`src/hdl/spixpress_cfg.svh`:
```
// SPI flash read controller build constants: flash size, read command, timer loads, control bits
`ifndef SPIXPRESS_CFG_SVH
`define SPIXPRESS_CFG_SVH

// Log2 of the flash size in bytes
`define SPIX_LGSZ 19

// Word address width, bus addresses are 32-bit words
`define SPIX_AW (`SPIX_LGSZ - 2)

// Slow read command, good up to about 50 MHz SCK
`define SPIX_READ_CMD 8'h03

// Bit timer loads
// Command, address and data for a fresh read
`define SPIX_LOAD_FIRST 7'd65
// Data only, when the next sequential word is streamed
`define SPIX_LOAD_NEXT 7'd32
// One user byte plus the load cycle
`define SPIX_LOAD_USER 7'd9

// Chip select bit of the control port word
`define SPIX_CSN_BIT 8

`endif

```
`src/hdl/spixpress_pkg.sv`:
```
// Shared types of the SPI flash read controller: control word, address and timer load kind
`include "spixpress_cfg.svh"

package spixpress_pkg;

	// Word address on the bus side
	typedef logic [`SPIX_AW-1:0] spix_addr_t;

	// Bits left in the current SPI transfer
	typedef logic [6:0] spix_count_t;

	// What the bit timer should load on the next edge
	typedef enum logic [1:0] {
		LOAD_NONE  = 2'd0,
		LOAD_FIRST = 2'd1,
		LOAD_NEXT  = 2'd2,
		LOAD_USER  = 2'd3
	} spix_load_e;

	// Bus data word
	// Memory reads use the raw view, the control port uses the fields
	typedef union packed {
		logic [31:0] raw;
		struct packed {
			logic [22:0] unused;
			logic        cs_n;
			logic [7:0]  spi_byte;
		} fields;
	} spix_cfg_u;

endpackage

```
`src/hdl/spixpress_bit_timer.sv`:
```
// SPI bit timer that counts the clock cycles left in the current flash transfer
`timescale 1ns/1ps
`include "spixpress_cfg.svh"

module spixpress_bit_timer (
	input  logic                      i_clk,
	input  logic                      i_reset,
	input  logic                      i_wb_cyc,
	input  spixpress_pkg::spix_load_e  i_load,
	output spixpress_pkg::spix_count_t o_count
);
	import spixpress_pkg::*;

	// Load on request, else run down to zero and hold
	// Bus abort clears the count along with the transfer
	always_ff @(posedge i_clk)
	begin
		if (i_reset || !i_wb_cyc)
			o_count <= '0;
		else
		begin
			case (i_load)
				LOAD_FIRST:
					o_count <= `SPIX_LOAD_FIRST;
				LOAD_NEXT:
					o_count <= `SPIX_LOAD_NEXT;
				LOAD_USER:
					o_count <= `SPIX_LOAD_USER;
				default:
				begin
					if (o_count != '0)
						o_count <= o_count - 1'b1;
				end
			endcase
		end
	end

	// A new count starts only as the previous transfer ends
	assert property (@(posedge i_clk) disable iff (i_reset)
		(i_wb_cyc && (i_load != LOAD_NONE)) |-> (o_count <= 7'd1));

endmodule

```
`src/hdl/spixpress_mosi_shift.sv`:
```
// SPI MOSI shifter: loads command and address, then sends them top bit first
`timescale 1ns/1ps
`include "spixpress_cfg.svh"

module spixpress_mosi_shift (
	input  logic                     i_clk,
	input  logic                     i_stall,
	input  logic                     i_cmd_sel,
	input  spixpress_pkg::spix_addr_t i_wb_addr,
	input  spixpress_pkg::spix_cfg_u  i_wb_data,
	output logic                     o_spi_mosi
);

	// Zero bits above the word address in the 24-bit byte address
	localparam int ADDR_PAD = 24 - `SPIX_AW - 2;

	logic [32:0] wdata_pipe;
	logic [7:0]  cmd_byte;

	// Read command for memory, otherwise the byte from the control word
	assign cmd_byte = i_cmd_sel ? `SPIX_READ_CMD : i_wb_data.fields.spi_byte;

	// Layout while idle
	// [32]     leading zero, goes out on the cycle the request is taken
	// [31:24]  command or user byte
	// [23:0]   byte address, word address followed by two zero bits
	always_ff @(posedge i_clk)
	begin
		if (!i_stall)
			wdata_pipe <= {1'b0, cmd_byte, {ADDR_PAD{1'b0}}, i_wb_addr, 2'b00};
		else
			// One bit per SCK cycle, zeros fill in behind
			wdata_pipe <= {wdata_pipe[31:0], 1'b0};
	end

	// Data bits of a read follow the address as zeros
	assign o_spi_mosi = wdata_pipe[32];

endmodule

```
`src/hdl/spixpress_miso_capture.sv`:
```
// SPI MISO capture: delays SCK by one cycle and shifts flash data into the bus word
`timescale 1ns/1ps

module spixpress_miso_capture (
	input  logic                    i_clk,
	input  logic                    i_reset,
	input  logic                    i_wb_cyc,
	input  logic                    i_sck,
	input  logic                    i_user_mode,
	input  logic                    i_spi_miso,
	output spixpress_pkg::spix_cfg_u o_wb_data
);

	// SCK as the flash sees it, one cycle behind the register
	logic actual_sck;

	always_ff @(posedge i_clk)
	begin
		if (i_reset || !i_wb_cyc)
			actual_sck <= 1'b0;
		else
			actual_sck <= i_sck;
	end

	// Memory reads fill the whole raw word
	// User bytes land in the low byte and read back through the fields view
	always_ff @(posedge i_clk)
	begin
		if (actual_sck)
		begin
			if (i_user_mode)
				o_wb_data.raw <= {24'h0, o_wb_data.raw[6:0], i_spi_miso};
			else
				o_wb_data.raw <= {o_wb_data.raw[30:0], i_spi_miso};
		end
		else if (i_user_mode)
		begin
			// Stale read data above the byte is cleared
			o_wb_data.fields.unused <= '0;
			o_wb_data.fields.cs_n   <= 1'b0;
		end
	end

endmodule

```
`src/hdl/spixpress_ctrl.sv`:
```
// SPI flash controller FSM: request decode, stall, ack, chip select, SCK and user mode
`timescale 1ns/1ps
`include "spixpress_cfg.svh"

module spixpress_ctrl (
	input  logic                      i_clk,
	input  logic                      i_reset,
	input  logic                      i_wb_cyc,
	input  logic                      i_wb_stb,
	input  logic                      i_cfg_stb,
	input  logic                      i_wb_we,
	input  spixpress_pkg::spix_addr_t  i_wb_addr,
	input  spixpress_pkg::spix_cfg_u   i_wb_data,
	input  spixpress_pkg::spix_count_t i_count,
	output spixpress_pkg::spix_load_e  o_load,
	output logic                      o_cmd_sel,
	output logic                      o_wb_stall,
	output logic                      o_wb_ack,
	output logic                      o_spi_cs_n,
	output logic                      o_spi_sck,
	output logic                      o_user_mode
);
	import spixpress_pkg::*;

	logic       bus_request;
	logic       next_request;
	logic       user_request;
	logic       cfg_write;
	logic       cfg_csn;
	spix_addr_t next_addr;

	//////////////////////////////////////////////////////////////////////
	// Request decode
	//////////////////////////////////////////////////////////////////////

	// Requested chip select level of a control write
	assign cfg_csn = i_wb_data.raw[`SPIX_CSN_BIT];

	// Any accepted control write, either direction of chip select
	assign cfg_write = i_cfg_stb && !o_wb_stall && i_wb_we;

	// Memory read that starts or continues a flash transfer
	assign bus_request = i_wb_stb && !o_wb_stall && !i_wb_we && !o_user_mode;

	// Read of the word right after the one in flight
	// Only matters while the count is 2, stall is still high then
	assign next_request = i_wb_stb && !i_wb_we && !o_user_mode
		&& (i_wb_addr == next_addr);

	// Control write with chip select low sends one byte
	assign user_request = cfg_write && !cfg_csn;

	// Memory strobe picks the read command, else the user byte
	assign o_cmd_sel = i_wb_stb;

	// Timer load kind, chip select still low means the stream continues
	always_comb
	begin
		if (bus_request)
			o_load = o_spi_cs_n ? LOAD_FIRST : LOAD_NEXT;
		else if (user_request)
			o_load = LOAD_USER;
		else
			o_load = LOAD_NONE;
	end

	// Address expected for a pipelined read
	always_ff @(posedge i_clk)
	begin
		if (!o_wb_stall)
			next_addr <= i_wb_addr + 1'b1;
	end

	//////////////////////////////////////////////////////////////////////
	// Bus side levels
	//////////////////////////////////////////////////////////////////////

	// Ack at the end of a transfer, or right away for anything that
	// does not touch the flash
	always_ff @(posedge i_clk)
	begin
		if (i_reset)
			o_wb_ack <= 1'b0;
		else if (i_count == 7'd1)
			o_wb_ack <= i_wb_cyc;
		else if (i_wb_stb && !o_wb_stall && !bus_request)
			o_wb_ack <= 1'b1;
		else if (i_cfg_stb && !o_wb_stall && !user_request)
			o_wb_ack <= 1'b1;
		else
			o_wb_ack <= 1'b0;
	end

	// Stall through the transfer
	// Drops one cycle early when the next word can be streamed
	always_ff @(posedge i_clk)
	begin
		if (i_reset || !i_wb_cyc)
			o_wb_stall <= 1'b0;
		else if (bus_request || user_request)
			o_wb_stall <= 1'b1;
		else if (next_request && (i_count == 7'd2))
			o_wb_stall <= 1'b0;
		else
			o_wb_stall <= (i_count > 7'd1);
	end

	// User mode holds chip select low between control bytes
	always_ff @(posedge i_clk)
	begin
		if (i_reset)
			o_user_mode <= 1'b0;
		else if (cfg_write)
			o_user_mode <= !cfg_csn;
	end

	//////////////////////////////////////////////////////////////////////
	// SPI side levels
	//////////////////////////////////////////////////////////////////////

	always_ff @(posedge i_clk)
	begin
		if (i_reset)
			o_spi_cs_n <= 1'b1;
		else if (!i_wb_cyc && !o_user_mode)
			o_spi_cs_n <= 1'b1;
		else if (bus_request)
			o_spi_cs_n <= 1'b0;
		else if (cfg_write)
			o_spi_cs_n <= cfg_csn;
		else if (o_user_mode)
			o_spi_cs_n <= 1'b0;
		else if (i_count == 7'd1)
			// Read done and no follow-on word taken
			o_spi_cs_n <= 1'b1;
	end

	// SCK runs only while bits are left, abort stops it at once
	always_ff @(posedge i_clk)
	begin
		if (i_reset)
			o_spi_sck <= 1'b0;
		else if (bus_request || user_request)
			o_spi_sck <= 1'b1;
		else if (i_wb_cyc && (i_count > 7'd2))
			o_spi_sck <= 1'b1;
		else if (next_request && (i_count == 7'd2))
			o_spi_sck <= 1'b1;
		else
			o_spi_sck <= 1'b0;
	end

	// No clock to the flash while it is deselected
	assert property (@(posedge i_clk) disable iff (i_reset)
		o_spi_cs_n |-> !o_spi_sck);

	// A user byte never loads a memory read count into the timer
	assert property (@(posedge i_clk) disable iff (i_reset)
		o_user_mode |-> (i_count <= `SPIX_LOAD_USER));

endmodule

```
`src/hdl/spixpress.sv`:
```
// SPI flash read controller top: bus slave port with slow reads, pipelined reads and user bytes
`timescale 1ns/1ps

module spixpress (
	input  logic                     i_clk,
	input  logic                     i_reset,
	// Bus slave port
	input  logic                     i_wb_cyc,
	input  logic                     i_wb_stb,
	input  logic                     i_cfg_stb,
	input  logic                     i_wb_we,
	input  spixpress_pkg::spix_addr_t i_wb_addr,
	input  spixpress_pkg::spix_cfg_u  i_wb_data,
	output logic                     o_wb_stall,
	output logic                     o_wb_ack,
	output spixpress_pkg::spix_cfg_u  o_wb_data,
	// SPI flash pins
	output logic                     o_spi_cs_n,
	output logic                     o_spi_sck,
	output logic                     o_spi_mosi,
	input  logic                     i_spi_miso
);
	import spixpress_pkg::*;

	spix_load_e  load_kind;
	spix_count_t bit_count;
	logic        cmd_sel;
	logic        user_mode;

	//////////////////////////////////////////////////////////////////////
	// Control and timing
	//////////////////////////////////////////////////////////////////////

	spixpress_ctrl u_ctrl (
		.i_clk       (i_clk),
		.i_reset     (i_reset),
		.i_wb_cyc    (i_wb_cyc),
		.i_wb_stb    (i_wb_stb),
		.i_cfg_stb   (i_cfg_stb),
		.i_wb_we     (i_wb_we),
		.i_wb_addr   (i_wb_addr),
		.i_wb_data   (i_wb_data),
		.i_count     (bit_count),
		.o_load      (load_kind),
		.o_cmd_sel   (cmd_sel),
		.o_wb_stall  (o_wb_stall),
		.o_wb_ack    (o_wb_ack),
		.o_spi_cs_n  (o_spi_cs_n),
		.o_spi_sck   (o_spi_sck),
		.o_user_mode (user_mode)
	);

	spixpress_bit_timer u_timer (
		.i_clk    (i_clk),
		.i_reset  (i_reset),
		.i_wb_cyc (i_wb_cyc),
		.i_load   (load_kind),
		.o_count  (bit_count)
	);

	//////////////////////////////////////////////////////////////////////
	// Data paths
	//////////////////////////////////////////////////////////////////////

	// Shifter reloads whenever the bus is not stalled
	spixpress_mosi_shift u_mosi (
		.i_clk      (i_clk),
		.i_stall    (o_wb_stall),
		.i_cmd_sel  (cmd_sel),
		.i_wb_addr  (i_wb_addr),
		.i_wb_data  (i_wb_data),
		.o_spi_mosi (o_spi_mosi)
	);

	spixpress_miso_capture u_miso (
		.i_clk       (i_clk),
		.i_reset     (i_reset),
		.i_wb_cyc    (i_wb_cyc),
		.i_sck       (o_spi_sck),
		.i_user_mode (user_mode),
		.i_spi_miso  (i_spi_miso),
		.o_wb_data   (o_wb_data)
	);

endmodule

```
`config.mk`:
```
export PLATFORM = sky130hd
export DESIGN_NAME = spixpress
export DESIGN_NICKNAME = d
export VERILOG_FILES = /design/src/hdl/spixpress_pkg.sv /design/src/hdl/spixpress_bit_timer.sv /design/src/hdl/spixpress_mosi_shift.sv /design/src/hdl/spixpress_miso_capture.sv /design/src/hdl/spixpress_ctrl.sv /design/src/hdl/spixpress.sv
export VERILOG_INCLUDE_DIRS = /design/src /design/src/hdl
export SDC_FILE = /design/constraint.sdc
export NUM_CORES = 1
export LEC_CHECK = 0
export ABC_AREA = 0
export BUFFER_PORTS_ARGS = -buffer_cell sky130_fd_sc_hd__buf_2
export CORE_MARGIN = 4
export CORE_UTILIZATION = 24
export DETAILED_ROUTE_END_ITERATION = 10
export PLACE_DENSITY_LB_ADDON = 0.12
export SLEW_MARGIN = 20
export SYNTH_ARGS = -nofsm -noshare
export SYNTH_HDL_FRONTEND = slang
export SYNTH_SLANG_ARGS = --single-unit
```
`constraint.sdc`:
```
create_clock -name i_clk -period 3.57 [get_ports i_clk]
set_input_delay 0.714 -clock i_clk [delete_from_list [all_inputs] [get_ports i_clk]]
set_output_delay 0.714 -clock i_clk [all_outputs]
set_load 0.05 [all_outputs]
```
* Word level (Yosys, flattened, before mapping) *
Cells that the tools add are included.

storage, ports and cells
  register bits after elaboration = 95
  input bits = 56
  output and inout bits = 37
  logic and storage cells = 72

cells by class
  $add $sub $neg = 2
  order comparisons = 2
  equal/unequal tests = 6
  multiplexer cells = 22
  reductions and logical operators = 28

operators with widths
  operator               count
  $mux 32                2
  $mux 24                2
  $pmux 7 s3             1
  $add 17x1->17 const B  1
  $eq 17x17->1           1
  $logic_and 1x1->1      14
  $mux 1                 12
  $mux 8                 1
  $reduce_bool 4->1      2
  $eq 7x1->1 const B     1
  $eq 7x2->1 const B     1
  $gt 7x1->1 const B     1
  $gt 7x2->1 const B     1
  $logic_not 1->1        7
  $mux 7                 1
  $reduce_bool 7->1      1
  $sub 7x1->7 const B    1
  $mux 2                 3
  $eq 2x2->1 const B     2
  $eq 2x1->1 const B     1
  $logic_or 1x1->1       2
  $reduce_bool 2->1      1
  $reduce_or 2->1        1

* Depth between registers and ports, before layout *
Gate-level depths: netlist of the first run.

  depth after elaboration = 9
  gate-level depth with buffers = 11

* By module *
A second synthesis of the first run with hierarchy kept.

second synthesis, totals
  cell total of the unflattened synthesis = 328
  area, all modules = 4200.3 um^2

by module, submodules not included
  module                  instances  cells each  area each (um^2)
  spixpress_ctrl          1          132         1397.6
  spixpress_miso_capture  1          63          1243.7
  spixpress_mosi_shift    1          73          1024.7
  spixpress_bit_timer     1          60          534.3

* Least setup slack after synthesis of the first run *
OpenSTA, ideal clock, no wires.

  path kind = input port to flip-flop
  start = input i_wb_we
  end = register u_timer.o_count[0]
  data arrival time = 2.587 ns
  required time = 3.496 ns
  slack = 0.909 ns
  stages = 10
  path buffers = 2
  cells stage by stage = buf_12 > or3b_1 > o21ai_0 > nand2_1 > ha_1 > nor2_1 > and4_1 > buf_2 > or3b_1 > a31oi_1

between the ends
  cells in the longest elaborated chain, start to end = 6
  elaborated cells between the ends (all ways) = 12

ends and longest elaborated chain
  item                                                         RTL line                                    source
  start, declared                                              spixpress.sv:11                             input logic i_wb_we,
  $logic_and 1x1->1 / $logic_not 1->1 (equally long branches)  spixpress_ctrl.sv:40, spixpress_ctrl.sv:43
  $logic_and 1x1->1, on equally long branches                  spixpress_ctrl.sv:51, spixpress_ctrl.sv:43
  $mux 2 / $logic_and 1x1->1 (equally long branches)           spixpress_ctrl.sv:61, spixpress_ctrl.sv:43
  $mux 2 (*)                                                   spixpress_ctrl.sv:59                        if (bus_request)
  $eq 2x2->1 / $eq 2x1->1 (equally long branches)              spixpress_bit_timer.sv:22                   case (i_load)
  $pmux 7 s3 / $reduce_bool 4->1 (equally long branches)       -
  end signal, assigned                                         spixpress_bit_timer.sv:24                   o_count <= `SPIX_LOAD_FIRST;
  end signal, assigned                                         spixpress_bit_timer.sv:26                   o_count <= `SPIX_LOAD_NEXT;
  end signal, assigned                                         spixpress_bit_timer.sv:28                   o_count <= `SPIX_LOAD_USER;
  end, declared                                                spixpress_bit_timer.sv:10                   output spixpress_pkg::spix_count_t o_count

Every way passes the cells marked *; elsewhere a longest branch is shown, timed or not.
A chain may end at the register's enable or synchronous reset.

* Worst setup path in the final report of the first run *
  start = input i_wb_stb
  end = register u_timer.o_count[4]

between the ends
  cells in the longest elaborated chain, start to end = 6
  elaborated cells between the ends (all ways) = 9

ends and longest elaborated chain
  item                                                    RTL line                   source
  start, declared                                         spixpress.sv:9             input logic i_wb_stb,
  $logic_and 1x1->1 (*) (3 in a row)                      spixpress_ctrl.sv:43       assign bus_request = i_wb_stb && !o_wb_stall && !i_wb_we && !o_user_mode;
  $mux 2 (*)                                              spixpress_ctrl.sv:59
  $eq 2x2->1 / $eq 2x1->1 (equally long branches)         spixpress_bit_timer.sv:22
  $pmux 7 s3 / $reduce_bool 4->1 (equally long branches)  -

Marked as above.

==> results of run 1 <==
final cells by class:
class,instances,area [um2]
timing repair buffer,72,368
fill,1723,11200
tap,216,270
multi-input combinational,204,1500
sequential,93,2350
clock buffer,10,229
inverter,6,22.5
clock inverter,6,45.0
report_power, final:
group / total [mW] / internal [mW] / switching (mW)
clock network: 0.890 / 0.476 / 0.414
logic: 0.538 / 0.199 / 0.339
registers: 1.33 / 1.26 / 0.0690
total: 2.76 / 1.93 / 0.822
cell families (layout without fill, tap and decap cells):
family	after synthesis	after routing	share of synthesized area
AND/OR/NAND/NOR	110	110	0.174
adder cells (fa/ha/maj)	8	8	0.0253
buffers and inverters	20	94	0.0259
flip-flops	93	93	0.594
XOR/XNOR	34	34	0.0752
multiplexers	17	17	0.0480
AO/OA/AOI/OAI	35	35	0.0572
synth_stat cells, types with 2 or more instances:
cell type	instances	area (um2)
nand3_1	6	30.0
nand4_1	8	50.1
and4_1	4	35.0
or2_2	2	12.5
a22o_1	6	52.6
nor2b_1	2	12.5
xor2_1	5	43.8
nor3_1	4	20.0
mux2_2	16	180
nand2_1	13	48.8
buf_1	2	7.51
or3b_1	3	26.3
ha_1	8	100
a21oi_1	9	45.0
a2111oi_0	2	17.5
and3_1	5	31.3
edfxtp_1	49	1470
clkbuf_1	7	26.3
xnor2_1	29	254
a31oi_1	2	12.5
o211ai_1	2	15.0
nand3b_1	3	22.5
o21ai_0	9	45.0
inv_1	6	22.5
and2_1	32	200
buf_2	3	15.0
nor2_1	14	52.6
nand2b_1	4	25.0
dfxtp_1	44	881
metrics by stage:
step	hold slack, ps	area (um2)	worst slack (ps)	utilization
2_1_floorplan	406	3960	909	-
3_3_place_gp	415	4520	643	0.282
3_5_place_dp	421	4520	602	0.282
4_1_cts	437	4790	968	0.299
5_1_grt	457	4790	823	0.299
6_report	433	4790	958	0.299
worst register-to-register path, stage by stage (launching register included):
cell,delay [ps]
dfxtp_1,400
or3b_1,450
o21ai_0,160
nand2_1,120
ha_1,290
nor2_1,30
and4_1,300
or4b_1,530
a21oi_1,150
per-layer routing:
| layer | vias up | track usage | part of all wire |
|---|---|---|---|
| met3 | 11 | 0.0385 | 0.061 |
| li1 | 1267 | - | - |
| met1 | 1220 | 0.131 | 0.48 |
| met2 | 47 | 0.143 | 0.44 |
| met5 | - | 0 | 0.0016 |
| met4 | 2 | 0.0370 | 0.016 |
registers in the layout, summed over array words and instances (netlist names):
name                flops
u_ctrl.o_wb_ack         1
u_ctrl.o_user_mode      1
u_miso.actual_sck       1
u_ctrl.o_wb_stall       1
u_timer.o_count         7
u_ctrl.o_spi_cs_n       1
u_ctrl.o_spi_sck        1
u_ctrl.next_addr       17
u_mosi.wdata_pipe      31
u_miso.o_wb_data       32
final timing paths:
path | slack [ps] | end | depth (start not counted)
hold / removal | 430 | u_mosi.wdata_pipe[23]$_SDFF_PN0_ | 1
setup / recovery | 960 | u_timer.o_count[4]$_SDFFE_PP0P_ | 9
setup reg to reg | 1070 | u_timer.o_count[4]$_SDFFE_PP0P_ | 8
hold reg to reg | 430 | u_mosi.wdata_pipe[23]$_SDFF_PN0_ | 1
==> metrics.md, run 1 <==
| Metric | Value |
|---|---|
| Pin count of the biggest net entering global routing | `27` |
| Unrepaired setup endpoints after global routing | `false` |
| Peak VDD IR | `~0.00023 V` |
| Final ANT Viol Nets | `0` |
| Slew @ Worst Pin | `approximately 700 ps` |
| Die Area | `between 0.015 and 0.02 mm2` |
| Syn Nets | `roughly 380` |
| Power Total | `around 2.8 mW` |
| Hold Crit Start | `u_mosi.wdata_pipe[22]$_SDFF_PN0_` |
| Bufs on Longest Clock Path | `2` |
| Most common cell after layout, fill and taps aside | `buf_2` |
| Most frequent cells in the layout | `buf_2 (69), edfxtp_1 (49), dfxtp_1 (44)` |
| Crit-path slowest cell | `or4b_1` |
| Clk Latency, worst-skew pair | `roughly 340 ps` |
| Hold buffers post-CTS | `0` |
| Fraction of layout cells with a size suffix above 1 | `0.279` |
| Syn-to-layout area delta | `21.0%` |
| Crit path max-delay family | `simple AND/OR/NAND/NOR gates` |
| Fmax | `approximately 380 MHz` |
| Leak | `~1.9 nW` |
| Clk sinks | `93` |
| Vias/cell | `approximately 4.2` |
| Nets | `450` |
| Fin. max-slew vios | `0` |
| Vias in the first global route | `2612` |
| Synth Register Bits | `93` |
| Total global-route track usage | `0.0980` |
| Area of the mapped netlist | `slightly below 0.004 mm2` |
| DRC | `0` |
| Root Driver | `clkbuf_16` |
| Initial Util | `0.247` |
| Post-synth ARST share | `0` |
| Synth Area per Inst | `around 12 um2` |
| Hold Vio Cnt, Final | `0` |
| Die height | `136 um` |
| Ys flop type | `edfxtp_1` |
| Post-DP HPWL | `roughly 6.0 mm` |
| Antenna violations before repair | `1` |
| Fin crit period | `~2600 ps` |
| Rel. slew slack | `0.528` |
| Status | `complete, no violations` |
| Worst setup SP type | `input port` |
| Max H-tree Level | `3` |
| Crit path cell chain | `buf_2 -> or3b_1 -> o21ai_0 -> nand2_1 -> ha_1 -> nor2_1 -> and4_1 -> or4b_1 -> a21oi_1` |
| Global-route wire length before repair | `~14 mm` |
| Critical path capture point type | `register` |
| Sequential area share after synthesis | `0.594` |
| DRT Pass-1 Iters | `4` |
| Post-CTS sizing | `0` |
| Final Cycle Share | `0.732` |
| TritonCTS clock tree | `yes` |
| Crit path largest cell delay | `~530 ps` |
| # setup viols final | `0` |
| Non-Filler Instances | `roughly 610` |
| Netlist cell types | `47` |
| WP data arrival | `2880 ps` |
| Max_cap viols | `0` |
| Synth warn | `0` |
| Crit-path max FO | `11` |
| Final wirelength | `about 8.4 mm` |
| Core ar. | `roughly 0.016 mm2` |
| Die W | `around 140 um` |
| Worst hold path class | `reg -> reg` |
| Total grt overflow | `0` |
| WS Path Type | `in -> reg` |
| Number of port buffers | `between 60 and 70` |
| CP startpoint | `i_wb_stb` |
| Final TNS setup | `0 ps` |
| Setup Skew | `approximately 7.9 ps` |
| Initial DRC Count | `between 100 and 150` |
| Drt wl/cell | `~14 um` |
| Required time worst endpoint | `about 3800 ps` |
| # IOs | `93` |
| Reg2reg start | `u_ctrl.o_user_mode$_SDFFE_PP0N_` |
| Inserted Diodes | `0` |
| Placer Congestion | `about 0.74` |
| Detailed-route via count | `between 2000 and 3000` |
| Post CTS Setup Buffer Count | `0` |
| EDFF count, synth | `49` |
| Placed cell count | `~600` |
| Power density cells | `roughly 580 mW/mm2` |
| Syn Inst Count | `317` |
| Buf/Inv on CP | `1` |
| Reg clk slew, reported paths | `about 70 ps` |
| Total CTS buffers | `9` |
| Row count | `46` |
No activity file was read; power rests on OpenSTA's default activity.
==> run 2: changes to the inputs <==
Settings changed: ABC_AREA 0 to 1.
Clock period 3.57 ns to 2.75 ns, I/O delays scaled along.
==> run 2 against run 1 <==
  * Die area rose by 2.3%
  * Via count increased by 15%
  * Critical path type is now reg -> reg
  * Final area up 3.7%
  * Setup slack worse by 330 ps
==> metrics.md, run 2 <==
| Metric | Value |
|---|---|
| Placed cell count | `717 (+21%)` |
| # IOs | `93 (unchanged)` |
| Most common cell after layout, fill and taps aside | `nand2_1` |
| Worst hold path class | `in -> reg` |
| Sw Pwr | `1.26 mW (+53%)` |
| Hold buffers post-CTS | `0 (unchanged)` |
| Global-route wire length before repair | `14.3 mm (+1.2%)` |
| Number of port buffers | `69 (unchanged)` |
| Die height | `138 um (+1.1%)` |
| Max_cap viols | `0 (unchanged)` |
| Fillers | `1777 (+3.1%)` |
| Die Area | `0.0190 mm2 (+2.3%)` |
| Slew @ Worst Pin | `807 ps (+100 ps)` |
| Reg clk slew, reported paths | `70 ps (about the same)` |
| Post-DP HPWL | `6.58 mm (+9.0%)` |
| Root Driver | `clkbuf_16` |
| Worst setup SP type | `register` |
| Max H-tree Level | `3 (unchanged)` |
| Syn Nets | `498 (+31%)` |
| Synth warn | `0 (unchanged)` |
| Min Hold Slack | `377 ps (-55.5 ps)` |
| Peak VDD IR | `0.000307 V (+33%)` |
| Clk sinks | `93 (unchanged)` |
| Placer Congestion | `0.785 (+6.6%)` |
| Inserted Diodes | `0 (unchanged)` |
| Vias/cell | `3.98 (-5.1%)` |
| Total grt overflow | `0 (unchanged)` |
| WP data arrival | `2380 ps (-500 ps)` |
| Antenna violations before repair | `0 (-1)` |
| Core ar. | `0.0166 mm2 (+3.6%)` |
| Leak | `2.29 nW (+23%)` |
| Fmax | `about 470 MHz` |
| Syn-to-layout area delta | `22.6%` |
| # setup viols final | `0 (unchanged)` |
| Sw frac | `0.314 (+0.0155)` |
| WS Path Type | `reg -> reg` |
| Pin count of the biggest net entering global routing | `47 (+74%)` |
| Final Cycle Share | `0.772` |
| DRC | `0 (unchanged)` |
| EDFF count, synth | `49 (unchanged)` |
| Internal Pwr Total | `2.75 mW (+42%)` |
| Netlist cell types | `39 (-17%)` |
| Largest registers | `u_miso.o_wb_data x32, u_mosi.wdata_pipe x31, u_ctrl.next_addr x17` |
| Seq pwr share | `0.441 (-0.041)` |
| Detailed-route via count | `2919 (+15%)` |
| Nets | `572 (+27%)` |
| Post CTS Setup Buffer Count | `0 (unchanged)` |
| Vias in the first global route | `2854 (+9.3%)` |
| Clk Latency, worst-skew pair | `350 ps (about the same)` |
| Total CTS buffers | `9 (unchanged)` |
| DRT Pass-1 Iters | `4 (unchanged)` |
| Bufs on Longest Clock Path | `2 (unchanged)` |
| Total global-route track usage | `0.0993 (+0.00129)` |
| Fin. max-slew vios | `0 (unchanged)` |
| Leading area contributor after synthesis | `edfxtp_1` |
| Final ANT Viol Nets | `0 (unchanged)` |
| TritonCTS clock tree | `yes` |
| Synth Register Bits | `93 (unchanged)` |
| Hold Vio Cnt, Final | `0 (unchanged)` |
| Drt wl/cell | `12.2 um (-11%)` |
| Crit-path max FO | `9 (-2)` |
| Critical path capture point type | `register` |
| Status | `complete, no violations` |
| Fraction of layout cells with a size suffix above 1 | `0.199 (-0.0799)` |
| Row count | `47 (+2.2%)` |
| Unrepaired setup endpoints after global routing | `false` |
| Final TNS setup | `0 ps (unchanged)` |
| Syn Inst Count | `434 (+37%)` |
| Sequential area share after synthesis | `0.580 (-0.0141)` |
| Die W | `138 um (+1.1%)` |
| Power density cells | `806 mW/mm2 (+40%)` |
| Synth top area share | `0.363 (-0.00883)` |
| Power share of the clock group | `0.339 (+0.016)` |
| Rel. slew slack | `0.461 (-0.0676)` |
| Setup Skew | `8.42 ps (+0.475 ps)` |
| Required time worst endpoint | `3010 ps (-830 ps)` |
| Post-synth ARST share | `0 (unchanged)` |
| Non-Filler Instances | `733 (+21%)` |
| Synth Area per Inst | `9.34 um2 (-25%)` |
| Initial Util | `0.245 (-0.00289)` |
| Most frequent cells after synthesis | `nand2_1 (95), inv_1 (74), nor2_1 (61)` |
| Fin crit period | `approximately 2100 ps` |
| Largest reg by FF count | `u_miso.o_wb_data` |
| Area of the mapped netlist | `0.00406 mm2 (+2.4%)` |
| Final wirelength | `8.95 mm (+6.9%)` |
| Comb pwr share | `0.221 (+0.026)` |
| Most frequent cells in the layout | `nand2_1 (95), inv_1 (74), buf_2 (69)` |
| Post-CTS sizing | `0 (unchanged)` |
| Synth area leaders | `edfxtp_1 (36%), dfxtp_1 (22%), nand2_1 (8.8%), inv_1 (6.8%), nor2_1 (5.6%)` |
| Ys flop type | `edfxtp_1` |
| Initial DRC Count | `156 (+34%)` |
| Top-count cell post-synth | `nand2_1` |
| Max reg flops | `32 (unchanged)` |
==> run 2: cell types whose count changed in the layout (fill, tap and decap cells not counted), sizes merged, moves of 4 or more <==
cell / before / now
xor2: 5 / 14
nand3: 6 / 11
nor2: 15 / 62
nand4: 8 / 2
and4: 4 / 0
and2: 32 / 0
xnor2: 29 / 5
and3: 5 / 0
nand2b: 4 / 0
mux2: 16 / 0
o21ai: 9 / 19
inv: 8 / 80
nand2: 13 / 98
==> run 2: routing by layer <==
layer	vias up	share of wire	GRT usage
li1	1522	-	-
met1	1334	0.49	0.132
met2	50	0.45	0.150
met3	13	0.038	0.0232
met4	0	0.022	0.0527
met5	-	0	0
==> run 2: layout make-up <==
cell class              instances  area (um2)  share of cell area
well taps                     220         275              0.0554
repair buffers                 71         360              0.0725
inverters                      77         292              0.0587
clock buffers                   9         225              0.0453
flip-flops and latches         93        2350               0.473
clock inverters                 7        95.1              0.0191
multi-input cells             256        1370               0.276
==> run 2: cells by family (layout without fill, tap and decap cells) <==
family	Yosys count	in the layout	synth area share
adder cells (fa/ha/maj)	8	8	0.0247
multiplexers	1	1	0.00247
AO/OA/AOI/OAI	44	44	0.0682
buffers and inverters	85	164	0.0821
flip-flops	93	93	0.580
AND/OR/NAND/NOR	184	184	0.201
XOR/XNOR	19	19	0.0410
==> run 2: path summary, 6_finish.rpt <==
kind                                          from                          endpoint  slack (ps)  depth (start not counted)
setup / recovery      u_ctrl.o_wb_stall$_SDFF_PP0_   u_timer.o_count[2]$_SDFFE_PP0P_         630                         12
hold reg to reg   u_mosi.wdata_pipe[22]$_SDFF_PN0_  u_mosi.wdata_pipe[23]$_SDFF_PN0_         410                          2
setup reg to reg      u_ctrl.o_wb_stall$_SDFF_PP0_   u_timer.o_count[2]$_SDFFE_PP0P_         630                         12
hold / removal                          i_spi_miso     u_miso.o_wb_data[0]$_DFFE_PP_         380                          1
==> run 2: power by group through the flow <==
stage	Combinational, mW	Clock, mW	Sequential [mW]
floorplan	0.535	0	1.93
global placement	0.897	0	1.79
detailed placement	0.901	0	1.80
CTS	0.903	1.42	1.77
global route	1.01	1.47	1.79
finish	0.884	1.36	1.76
==> run 2: worst max-delay path, cell delays in order (launching register included) <==
cell      delay [ps]
dfxtp_1          340
inv_4             70
nand3b_1          90
nor2_1           180
nand2_1           70
nand2_1          120
inv_1            100
ha_1             310
nor2_1           180
nand3_4          150
nand2_2           90
nand2_1          100
a211oi_1         240
==> run 2: stage by stage <==
step | instance area [um2] | setup slack, ps | power [mW] | utilization
after global routing | 4970 | 466 | 4.27 | 0.300
after global placement | 4650 | 345 | 2.69 | 0.280
after detailed placement | 4650 | 297 | 2.70 | 0.280
final | 4970 | 626 | 4.01 | 0.300
after CTS | 4970 | 611 | 4.09 | 0.300
after floorplan | 4060 | 377 | 2.46 | -
